===== src/design/uart_settings.svh =====
//------------------------------
// UART settings: frame width,
// stop bits and parity sense
//------------------------------
`ifndef UART_SETTINGS_SVH
`define UART_SETTINGS_SVH

// Data bits per frame, sent LSB first
`define UART_DATA_BITS 8

// Stop bits sent by the transmitter
// Receiver only looks at the first one
`define UART_STOP_BITS 2

// Parity sense
// 0 even: parity bit is XOR of data bits
// 1 odd: XOR inverted
`define UART_PARITY_ODD 0

`endif

===== src/design/uart_pkg.sv =====
//------------------------------
// UART package: data type and
// FSM state encodings
//------------------------------
`default_nettype none
`include "uart_settings.svh"

package uart_pkg;

    // Payload carried on tx and rx side
    typedef logic [`UART_DATA_BITS-1:0] uart_byte_t;

    // Transmit FSM
    typedef enum logic {
        TX_IDLE,                 // Line high, waiting for start_tx
        TX_SEND                  // Frame shifting out
    } tx_state_e;

    // Receive FSM
    typedef enum logic [1:0] {
        RX_IDLE,                 // Watching for start bit
        RX_DATA,                 // Data bits, one per cycle
        RX_PARITY,               // Parity bit sample
        RX_STOP                  // First stop bit sample
    } rx_state_e;

endpackage

`default_nettype wire


===== src/design/uart_link.sv =====
//------------------------------
// UART link top: control block with
// transmit and receive datapaths
//------------------------------
`timescale 1ns/1ps
`default_nettype none

module uart_link
    import uart_pkg::*;
(
    input  logic       baud_clk,     // Bit-rate clock
    input  logic       reset,        // Sync, active high
    input  uart_byte_t data_to_tx,   // Byte to send
    input  logic       start_tx,     // Send request
    input  logic       rx,           // Serial in
    output logic       tx,           // Serial out
    output logic       tx_busy,      // Transmit in progress
    output uart_byte_t rx_data,      // Received byte
    output logic       rx_valid,     // Received byte strobe
    output logic       parity_err,   // Parity mismatch
    output logic       frame_err     // Bad stop bit
);

    logic tx_load;         // Ctrl to tx shifter
    logic tx_shift;
    logic rx_shift_bit;    // Ctrl to rx shifter
    logic rx_check_par;
    logic rx_check_stop;

    uart_ctrl uart_ctrl_i (
        .baud_clk      (baud_clk),
        .reset         (reset),
        .start_tx      (start_tx),
        .rx            (rx),
        .tx_load       (tx_load),
        .tx_shift      (tx_shift),
        .tx_busy       (tx_busy),
        .rx_shift_bit  (rx_shift_bit),
        .rx_check_par  (rx_check_par),
        .rx_check_stop (rx_check_stop)
    );

    uart_tx_shift uart_tx_shift_i (
        .baud_clk   (baud_clk),
        .reset      (reset),
        .data_to_tx (data_to_tx),
        .tx_load    (tx_load),
        .tx_shift   (tx_shift),
        .tx         (tx)
    );

    uart_rx_shift uart_rx_shift_i (
        .baud_clk      (baud_clk),
        .reset         (reset),
        .rx            (rx),
        .rx_shift_bit  (rx_shift_bit),
        .rx_check_par  (rx_check_par),
        .rx_check_stop (rx_check_stop),
        .rx_data       (rx_data),
        .rx_valid      (rx_valid),
        .parity_err    (parity_err),
        .frame_err     (frame_err)
    );

endmodule

`default_nettype wire


===== src/design/uart_rx_shift.sv =====
//------------------------------
// UART receive shifter: data capture,
// parity and stop checks, result regs
//------------------------------
`timescale 1ns/1ps
`default_nettype none
`include "uart_settings.svh"

module uart_rx_shift
    import uart_pkg::*;
(
    input  logic       baud_clk,
    input  logic       reset,
    input  logic       rx,             // Serial input
    input  logic       rx_shift_bit,   // Data bit present on rx
    input  logic       rx_check_par,   // Parity bit present on rx
    input  logic       rx_check_stop,  // Stop bit present on rx
    output uart_byte_t rx_data,        // Valid with rx_valid
    output logic       rx_valid,       // One cycle per frame
    output logic       parity_err,     // Parity mismatch, only with rx_valid
    output logic       frame_err       // Stop bit low, only with rx_valid
);

    uart_byte_t shift_reg;      // Data bits, LSB arrives first
    logic       par_calc;       // Parity of received data
    logic       par_mismatch;   // Pending until stop bit

    assign par_calc = (^shift_reg) ^ (`UART_PARITY_ODD != 0);

    // Datapath
    always_ff @(posedge baud_clk) begin
        if (rx_shift_bit) begin
            shift_reg <= {rx, shift_reg[`UART_DATA_BITS-1:1]};   // Shift in from MSB side
        end
        if (rx_check_par) begin
            par_mismatch <= rx ^ par_calc;
        end
        if (rx_check_stop) begin
            rx_data <= shift_reg;
        end
    end

    // Result strobe and flags
    always_ff @(posedge baud_clk) begin
        if (reset) begin
            rx_valid   <= 1'b0;
            parity_err <= 1'b0;
            frame_err  <= 1'b0;
        end else begin
            rx_valid   <= rx_check_stop;
            parity_err <= rx_check_stop & par_mismatch;
            frame_err  <= rx_check_stop & ~rx;           // First stop bit must be high
        end
    end

endmodule

`default_nettype wire


===== src/design/uart_tx_shift.sv =====
//------------------------------
// UART transmit shifter: frame load,
// parity generation and tx line
//------------------------------
`timescale 1ns/1ps
`default_nettype none
`include "uart_settings.svh"

module uart_tx_shift
    import uart_pkg::*;
(
    input  logic       baud_clk,
    input  logic       reset,
    input  uart_byte_t data_to_tx,   // Only read on tx_load
    input  logic       tx_load,      // Load full frame
    input  logic       tx_shift,     // Next bit onto line
    output logic       tx            // Serial output, idles high
);

    // Start, data, parity, stops
    localparam int FRAME_BITS = `UART_DATA_BITS + `UART_STOP_BITS + 2;

    logic [FRAME_BITS-1:0] frame;    // Bit 0 is on the line
    logic                  par_bit;  // Parity for data_to_tx

    // XOR of data, inverted for odd parity
    assign par_bit = (^data_to_tx) ^ (`UART_PARITY_ODD != 0);

    always_ff @(posedge baud_clk) begin
        if (reset) begin
            frame <= '1;                                 // Line high
        end else if (tx_load) begin
            frame <= {{`UART_STOP_BITS{1'b1}}, par_bit, data_to_tx, 1'b0};
        end else if (tx_shift) begin
            frame <= {1'b1, frame[FRAME_BITS-1:1]};      // Ones fill behind frame
        end
    end

    assign tx = frame[0];

endmodule

`default_nettype wire


===== src/design/uart_ctrl.sv =====
//------------------------------
// UART control: transmit and receive
// FSMs, bit counters and datapath strobes
//------------------------------
`timescale 1ns/1ps
`default_nettype none
`include "uart_settings.svh"

module uart_ctrl
    import uart_pkg::*;
(
    input  logic baud_clk,       // One cycle per bit
    input  logic reset,          // Sync, active high
    input  logic start_tx,       // Request to send, sampled in TX_IDLE
    input  logic rx,             // Serial input, synchronous to baud_clk
    output logic tx_load,        // Load frame into tx shifter
    output logic tx_shift,       // Advance tx shifter one bit
    output logic tx_busy,        // Frame in progress
    output logic rx_shift_bit,   // Take data bit into rx shifter
    output logic rx_check_par,   // Sample parity bit
    output logic rx_check_stop   // Sample stop bit, publish result
);

    // Shifts after load: data, parity, stops
    localparam int TX_SHIFTS = `UART_DATA_BITS + `UART_STOP_BITS + 1;
    localparam int TX_CNT_W  = $clog2(TX_SHIFTS);
    localparam int RX_CNT_W  = $clog2(`UART_DATA_BITS);

    localparam logic [TX_CNT_W-1:0] TX_LAST = TX_CNT_W'(TX_SHIFTS - 1);
    localparam logic [RX_CNT_W-1:0] RX_LAST = RX_CNT_W'(`UART_DATA_BITS - 1);

    tx_state_e           tx_state;   // Transmit FSM
    logic [TX_CNT_W-1:0] tx_cnt;     // Shifts done in TX_SEND
    rx_state_e           rx_state;   // Receive FSM
    logic [RX_CNT_W-1:0] rx_cnt;     // Data bits taken

    // Transmit strobes
    assign tx_load  = (tx_state == TX_IDLE) && start_tx;   // Accept only when idle
    assign tx_shift = (tx_state == TX_SEND);
    assign tx_busy  = (tx_state == TX_SEND);               // Start_tx ignored while high

    // Transmit FSM
    always_ff @(posedge baud_clk) begin
        if (reset) begin
            tx_state <= TX_IDLE;
            tx_cnt   <= '0;
        end else begin
            case (tx_state)
                TX_IDLE: begin
                    tx_cnt <= '0;
                    if (tx_load) begin
                        tx_state <= TX_SEND;   // Start bit on line next cycle
                    end
                end
                TX_SEND: begin
                    if (tx_cnt == TX_LAST) begin
                        tx_state <= TX_IDLE;   // Last stop bit goes out in idle
                    end else begin
                        tx_cnt <= tx_cnt + 1'b1;
                    end
                end
                default: tx_state <= TX_IDLE;
            endcase
        end
    end

    // Receive strobes, one per state
    assign rx_shift_bit  = (rx_state == RX_DATA);
    assign rx_check_par  = (rx_state == RX_PARITY);
    assign rx_check_stop = (rx_state == RX_STOP);

    // Receive FSM
    // Line shares baud_clk, so each bit is sampled once
    always_ff @(posedge baud_clk) begin
        if (reset) begin
            rx_state <= RX_IDLE;
            rx_cnt   <= '0;
        end else begin
            case (rx_state)
                RX_IDLE: begin
                    rx_cnt <= '0;
                    if (!rx) begin
                        rx_state <= RX_DATA;   // Low sample is the start bit
                    end
                end
                RX_DATA: begin
                    if (rx_cnt == RX_LAST) begin
                        rx_state <= RX_PARITY;
                    end else begin
                        rx_cnt <= rx_cnt + 1'b1;
                    end
                end
                RX_PARITY: rx_state <= RX_STOP;
                RX_STOP:   rx_state <= RX_IDLE;    // Idle sees second stop bit
                default:   rx_state <= RX_IDLE;
            endcase
        end
    end

endmodule

`default_nettype wire


===== config.mk =====
export PLATFORM = sky130hd
export DESIGN_NAME = uart_link
export DESIGN_NICKNAME = d
export VERILOG_FILES = /design/src/design/uart_pkg.sv /design/src/design/uart_link.sv /design/src/design/uart_rx_shift.sv /design/src/design/uart_tx_shift.sv /design/src/design/uart_ctrl.sv
export VERILOG_INCLUDE_DIRS = /design/src /design/src/design
export SDC_FILE = /design/constraint.sdc
export NUM_CORES = 1
export LEC_CHECK = 0
export ABC_CLOCK_PERIOD_IN_PS = 1850
export BUFFER_PORTS_ARGS = -buffer_cell sky130_fd_sc_hd__buf_2
export CAP_MARGIN = 20
export CORE_ASPECT_RATIO = 2
export CORE_UTILIZATION = 55
export DETAILED_ROUTE_END_ITERATION = 8
export PLACE_DENSITY = 0.87
export SLEW_MARGIN = 20
export SYNTH_ARGS = -nofsm -noshare
export SYNTH_HDL_FRONTEND = slang
export SYNTH_HIERARCHICAL = 1
export SYNTH_SLANG_ARGS = --single-unit

===== constraint.sdc =====
create_clock -name baud_clk -period 1.85 [get_ports baud_clk]
set_clock_uncertainty 0.2 [all_clocks]
set_input_delay 0.185 -clock baud_clk [delete_from_list [all_inputs] [get_ports baud_clk]]
set_output_delay 0.185 -clock baud_clk [all_outputs]
set_load 0.01 [all_outputs]

### Word-level counts from Yosys, hierarchy flattened

Index checks and enable logic that the tools add are counted.
W data, S select, Z words.

* latch bits: 0
* output and inout port bits: 13
* memory bits (read-only): 0
* bits of input ports: 12
* RAM bits: 0
* logic and storage cells: 47
* flip-flop bits (word level): 40
* memories: 0

* eq/ne operators: 9
* shift operators: 0
* reduce and logical (&&, ||, !) cells: 8
* bitwise operators: 5
* mux-type cells: 12
* magnitude comparators: 0
* add/subtract/negate cells: 2
* divide/modulo/power cells: 0
* multipliers: 0

Operator list (count)
* $mux W10: 2
* $reduce_xor A8 Y1: 2
* $pmux W2 S4: 1
* $pmux W4 S2: 1
* $ne A2 B2 Y1 const B: 3
* $pmux W3 S2: 1
* $add A4 B1 Y4 const B: 1
* $eq A2 B2 Y1 const B: 2
* $eq A4 B4 Y1 const B: 1
* $mux W2: 2
* $mux W4: 1
* $reduce_and A2 Y1: 2
* $reduce_bool A2 Y1: 2
* $add A3 B1 Y3 const B: 1
* $eq A3 B3 Y1 const B: 1
* $mux W3: 1
* $and A1 B1 Y1: 2
* $eq A2 B1 Y1 const B: 1
* $logic_not A2 Y1: 1
* $mux W1: 2
* $ne A2 B1 Y1 const B: 1
* $not A1 Y1: 2
* $pmux W1 S2: 1
* $logic_and A1 B1 Y1: 1
* $xor A1 B1 Y1: 1

### Depth between registers and ports, before layout

* depth in word-level cells: 4
* mapped depth: 5
* depth with buffers taken out: 5

### Cells and area by module

The synthesis kept the hierarchy.

By module, submodules not included
* uart_rx_shift: times used 1, sequential area each 570.5 um2, area an instance 671.9 um2, cells an instance 30
* uart_ctrl: times used 1, sequential area each 200.2 um2, area an instance 534.3 um2, cells an instance 56
* uart_tx_shift: times used 1, sequential area each 200.2 um2, area an instance 503.0 um2, cells an instance 48

### Least setup slack after synthesis

Ideal clock, no wire load.

* kind: register to register
* start: register uart_ctrl_i.tx_state (netlist: uart_ctrl_i/tx_busy)
* end: register uart_tx_shift_i.frame[1]
* buffers on the path: 2
* arrival time: 1.236 ns
* required time: 1.530 ns
* clock period less this slack: 1.555 ns
* library setup time: 0.120 ns
* path slack: 0.295 ns
* stages on the path, launching flop included: 6
* cells stage by stage: dfxtp_1 buf_4 buf_2 mux2_2 mux2i_1 nand2_1

* word-level cells in the longest chain between the ends: 3
* elaborated cells between the ends (all ways): 4
* classes of those cells: mux: 1; bitwise: 1; reduce/logical: 2

Ends and longest elaborated chain
* start, declared: line uart_ctrl.sv:32 `tx_state_e tx_state;`
* start signal, assigned: line uart_ctrl.sv:45 `tx_state <= TX_IDLE;`
* start signal, assigned: line uart_ctrl.sv:52 `tx_state <= TX_SEND;`
* start signal, assigned: line uart_ctrl.sv:57 `tx_state <= TX_IDLE;`
* $not A1 Y1: line uart_ctrl.sv:38 `assign tx_load = (tx_state == TX_IDLE) && start_tx;`
* $logic_and A1 B1 Y1: line uart_ctrl.sv:38
* $mux W10 / $reduce_bool A2 Y1 (equally long branches)
* end signal, assigned: line uart_tx_shift.sv:33 `` frame <= {{`UART_STOP_BITS{1'b1}}, par_bit, data_to_tx, 1'b0}; ``
* end signal, assigned: line uart_tx_shift.sv:35 `frame <= {1'b1, frame[FRAME_BITS-1:1]};`
* end, declared: line uart_tx_shift.sv:23 `logic [FRAME_BITS-1:0] frame;`

Parallel ways exist; a longest one is shown, timed or not.
A chain may end at the register's enable or synchronous reset.

### Worst setup path in the final report

* start: register uart_ctrl_i.tx_state (netlist: uart_ctrl_i/tx_busy)
* end: register uart_tx_shift_i.frame[9]

* word-level cells in the longest chain between the ends: 3
* elaborated cells between the ends (all ways): 4
* classes of those cells: mux: 1; bitwise: 1; reduce/logical: 2

Ends and longest elaborated chain
* $not A1 Y1 *: line uart_ctrl.sv:38
* $logic_and A1 B1 Y1 *: line uart_ctrl.sv:38
* net tx_load: line uart_link.sv:24 `logic tx_load;`
* $mux W10 / $reduce_bool A2 Y1 (equally long branches)

Mark *: on every way through the listed nets, which the timed path passes. The rest lies on a longest branch.

==> key figures <==
Logic synthesis
  – Adder-cell share of the synthesized area: 0.05857
  – #FFs+latches synth: 40
  – Main combinational cell family by area after synthesis: simple AND/OR/NAND/NOR gates
  – Sequential fraction of the synthesis area: 0.5681
  – Async SR Flop Fraction: 0
  – Largest cells by area after synthesis: edfxtp_1 (30%), dfxtp_1 (27%), xnor2_1 (6.1%)
  – YS warnings: 6
  – Synth Area in Compound Gates: 0.04246
  – Post-synth EDFFs: 17
  – Synth top area share: 0.2987
  – Mapped cell area: 1709 um^2
  – Syn_nets: 154
  – Leading area contributor after synthesis: edfxtp_1
  – Simple-gate share of the synthesized area: 0.1120
  – Post-Synth XOR/XNOR Area: 0.09444
  – Mux contribution to synthesized area: 0.1054
  – Post-Synthesis Cells: 134
  – Most used DFF post-synth: dfxtp_1
  – Average size of a mapped cell: 12.75 um^2
  – Post-synthesis cell type count: 31

Global routing
  – Global-route wire length before repair: 5.209 mm
  – Met1 Use GR: 0.1804
  – Met3 Usage GRT: 0.05333
  – Initial antenna violation count: 0
  – Busiest grt layer: met2
  – Largest net degree at the start of global routing: 15
  – GRT Total Usage: 0.2143
  – Met2 Use GR: 0.4359
  – GRT overflow: 0
  – Vias in the first global route: 1212

Cells and area
  – P&R area growth vs syn: 21.89%
  – Layout fillers: 204
  – Diodes inserted: 0
  – Largest register FFs: 10
  – Non-filler cells, final: 206
  – Design area: 2083 um^2
  – Share of cells above drive strength 1: 0.2670
  – Final net count: 195

Clock tree
  – H-Tree Depth: 2
  – Worst-Skew Late Latency: 0.30 ns
  – CTS tree: done
  – Reg clk slew, reported paths: 0.08 ns
  – CTS buffer count: 5
  – Clk buf depth: 2
  – Clock Tree Root: clkbuf_8
  – Clock sink count: 40
  – Post-CTS Resized: 0

Setup path
  – CP Capture Type: register
  – Req. time, crit path: 1.83 ns
  – CP Class: register to register
  – Worst endpoint data arrival time: 1.64 ns
  – Max FO, Critical Path: 14
  – Startpoint types: register

Floorplanning
  – Die height: 80.84 um
  – Die area: 3348 um^2
  – Row count: 28
  – Io pins: 25
  – Die X: 41.42 um
  – Core ar.: 2943 um^2
  – Initial Util: 0.5808

Routing
  – Vias: 1140
  – DRT iter0 DRCs: 26
  – Routed len/inst: 15.55 um
  – DRT antenna net count: 0
  – Residual DRC: 0
  – Routed wire length: 3.204 mm
  – Number of vias per cell: 5.534
  – TritonRoute pass-1 iters: 4

Placed design
  – Placed Instance Area: 1872 um^2
  – Detailed placer's ending HPWL: 2.193 mm
  – Gpl congestion: 0.7655
  – Pre-CTS WS: 0.2231 ns
  – Input/output buffers: 24
  – Dpl cells: 188

Pwr
  – Leakage power: 0.8223 nW
  – PD cells: 1276 nW/um^2
  – Peak VDD IR: 1.414 mV

Flow run
  – Maxcap violations: 0

Min path
  – HP Class: primary input to register

STA
  – Max Clk Rate: 603.6 MHz
  – RSZ-0062 raised after global routing: false
  – Max_slew headroom: 0.6586
  – Min Tclk post-route: 1.657 ns
  – Tcrit/Tclk final: 0.8956
  – Final hold slack: 0.2463 ns
  – Least-Margin Pin Slew: 0.5115 ns
  – Max-slew violation count: 0
  – Final setup fails: 0
  – Setup WS post-layout: 0.1931 ns
  – TNS Setup: 0 ns
  – Number of hold violations in the final report: 0

Run status
  – Status: finished, final reports clean
-- metrics by stage --
step / power (mW) / util
3_3_place_gp: 1.894 / 0.6361
3_5_place_dp: 1.951 / 0.6361
5_1_grt: 2.797 / 0.7079
2_1_floorplan: 1.771 / -
4_1_cts: 2.667 / 0.7079
6_report: 2.659 / 0.7079
-- cells by family (layout without fill, tap and decap cells) --
group | count (synthesis) | in the layout
flops | 40 | 40
mux | 17 | 17
simple gates | 35 | 35
compound gates | 11 | 11
buf+inv | 7 | 49
xor+xnor | 16 | 16
fa+ha+maj | 8 | 8
-- where the power goes --
| group | internal, mW | leakage, nW | switching [mW] | total, mW |
|---|---|---|---|---|
| logic | 0.358 | 0.424 | 0.329 | 0.688 |
| registers | 1.15 | 0.344 | 0.117 | 1.26 |
| clock network | 0.399 | 0.0541 | 0.308 | 0.707 |
-- cells in the mapped netlist, drive strengths merged, types with 2 or more instances --
cell,number
dfxtp,23
edfxtp,17
xnor2,13
nand2,10
mux2i,9
ha,8
mux2,8
a21oi,6
nor2,5
nand2b,4
nand3,4
nand3b,4
buf,3
inv,3
nor2b,3
and2,2
xor2,2
-- repair_timing --
| action | CTS | global route |
|---|---|---|
| setup buffers | 0 | 0 |
| hold endpoints to repair | 11 | 0 |
| hold buffers | 10 | 0 |
-- area by class of cell --
type	count	area, um^2	share of cell area
clock buffers	5	68.82	0.03303
multi-input cells	87	705.7	0.3387
inverters	4	15.01	0.007207
flip-flops and latches	40	970.9	0.4661
well taps	30	37.54	0.01802
repair buffers	37	242.7	0.1165
clock inverters	3	42.54	0.02042
-- cell usage in the layout (no fill, tap or decap), drive strengths merged, types with 2 or more instances in the layout --
cell	instances
and2	2
nor2b	3
nand3	4
nor2	5
dlygate4sd3	10
xnor2	13
nand2	10
clkbuf	5
clkinv	2
edfxtp	17
buf	27
nand2b	4
dfxtp	23
xor2	2
mux2i	9
ha	8
a21oi	6
inv	3
nand3b	4
mux2	8
-- layer usage --
metal  vias to the layer above  wire length (um)
li1                        544                 -
met1                       553              1062
met2                        35              1944
met3                         8               118
met4                         0                78
met5                         -                 0
-- final timing paths --
check	from	to	slack, ns	depth (start not counted)
worst max-delay path	uart_ctrl_i/tx_busy$_SDFF_PP0_	uart_tx_shift_i/frame[9]$_SDFFE_PP1P_	0.19	4
worst min-delay path	start_tx	uart_tx_shift_i/frame[9]$_SDFFE_PP1P_	0.25	4
worst max register to register	uart_ctrl_i/tx_busy$_SDFF_PP0_	uart_tx_shift_i/frame[9]$_SDFFE_PP1P_	0.19	4
worst min register to register	uart_rx_shift_i/par_mismatch$_DFFE_PP_	uart_rx_shift_i/parity_err$_SDFF_PP0_	0.25	1
-- worst max-delay path, cell delays in order, from the launching register on --
cell	delay, ns
dfxtp_1	0.65
nor2b_1	0.13
buf_4	0.20
nor4_1	0.31
a31oi_1	0.06
Power figures use the tool's default switching activity.
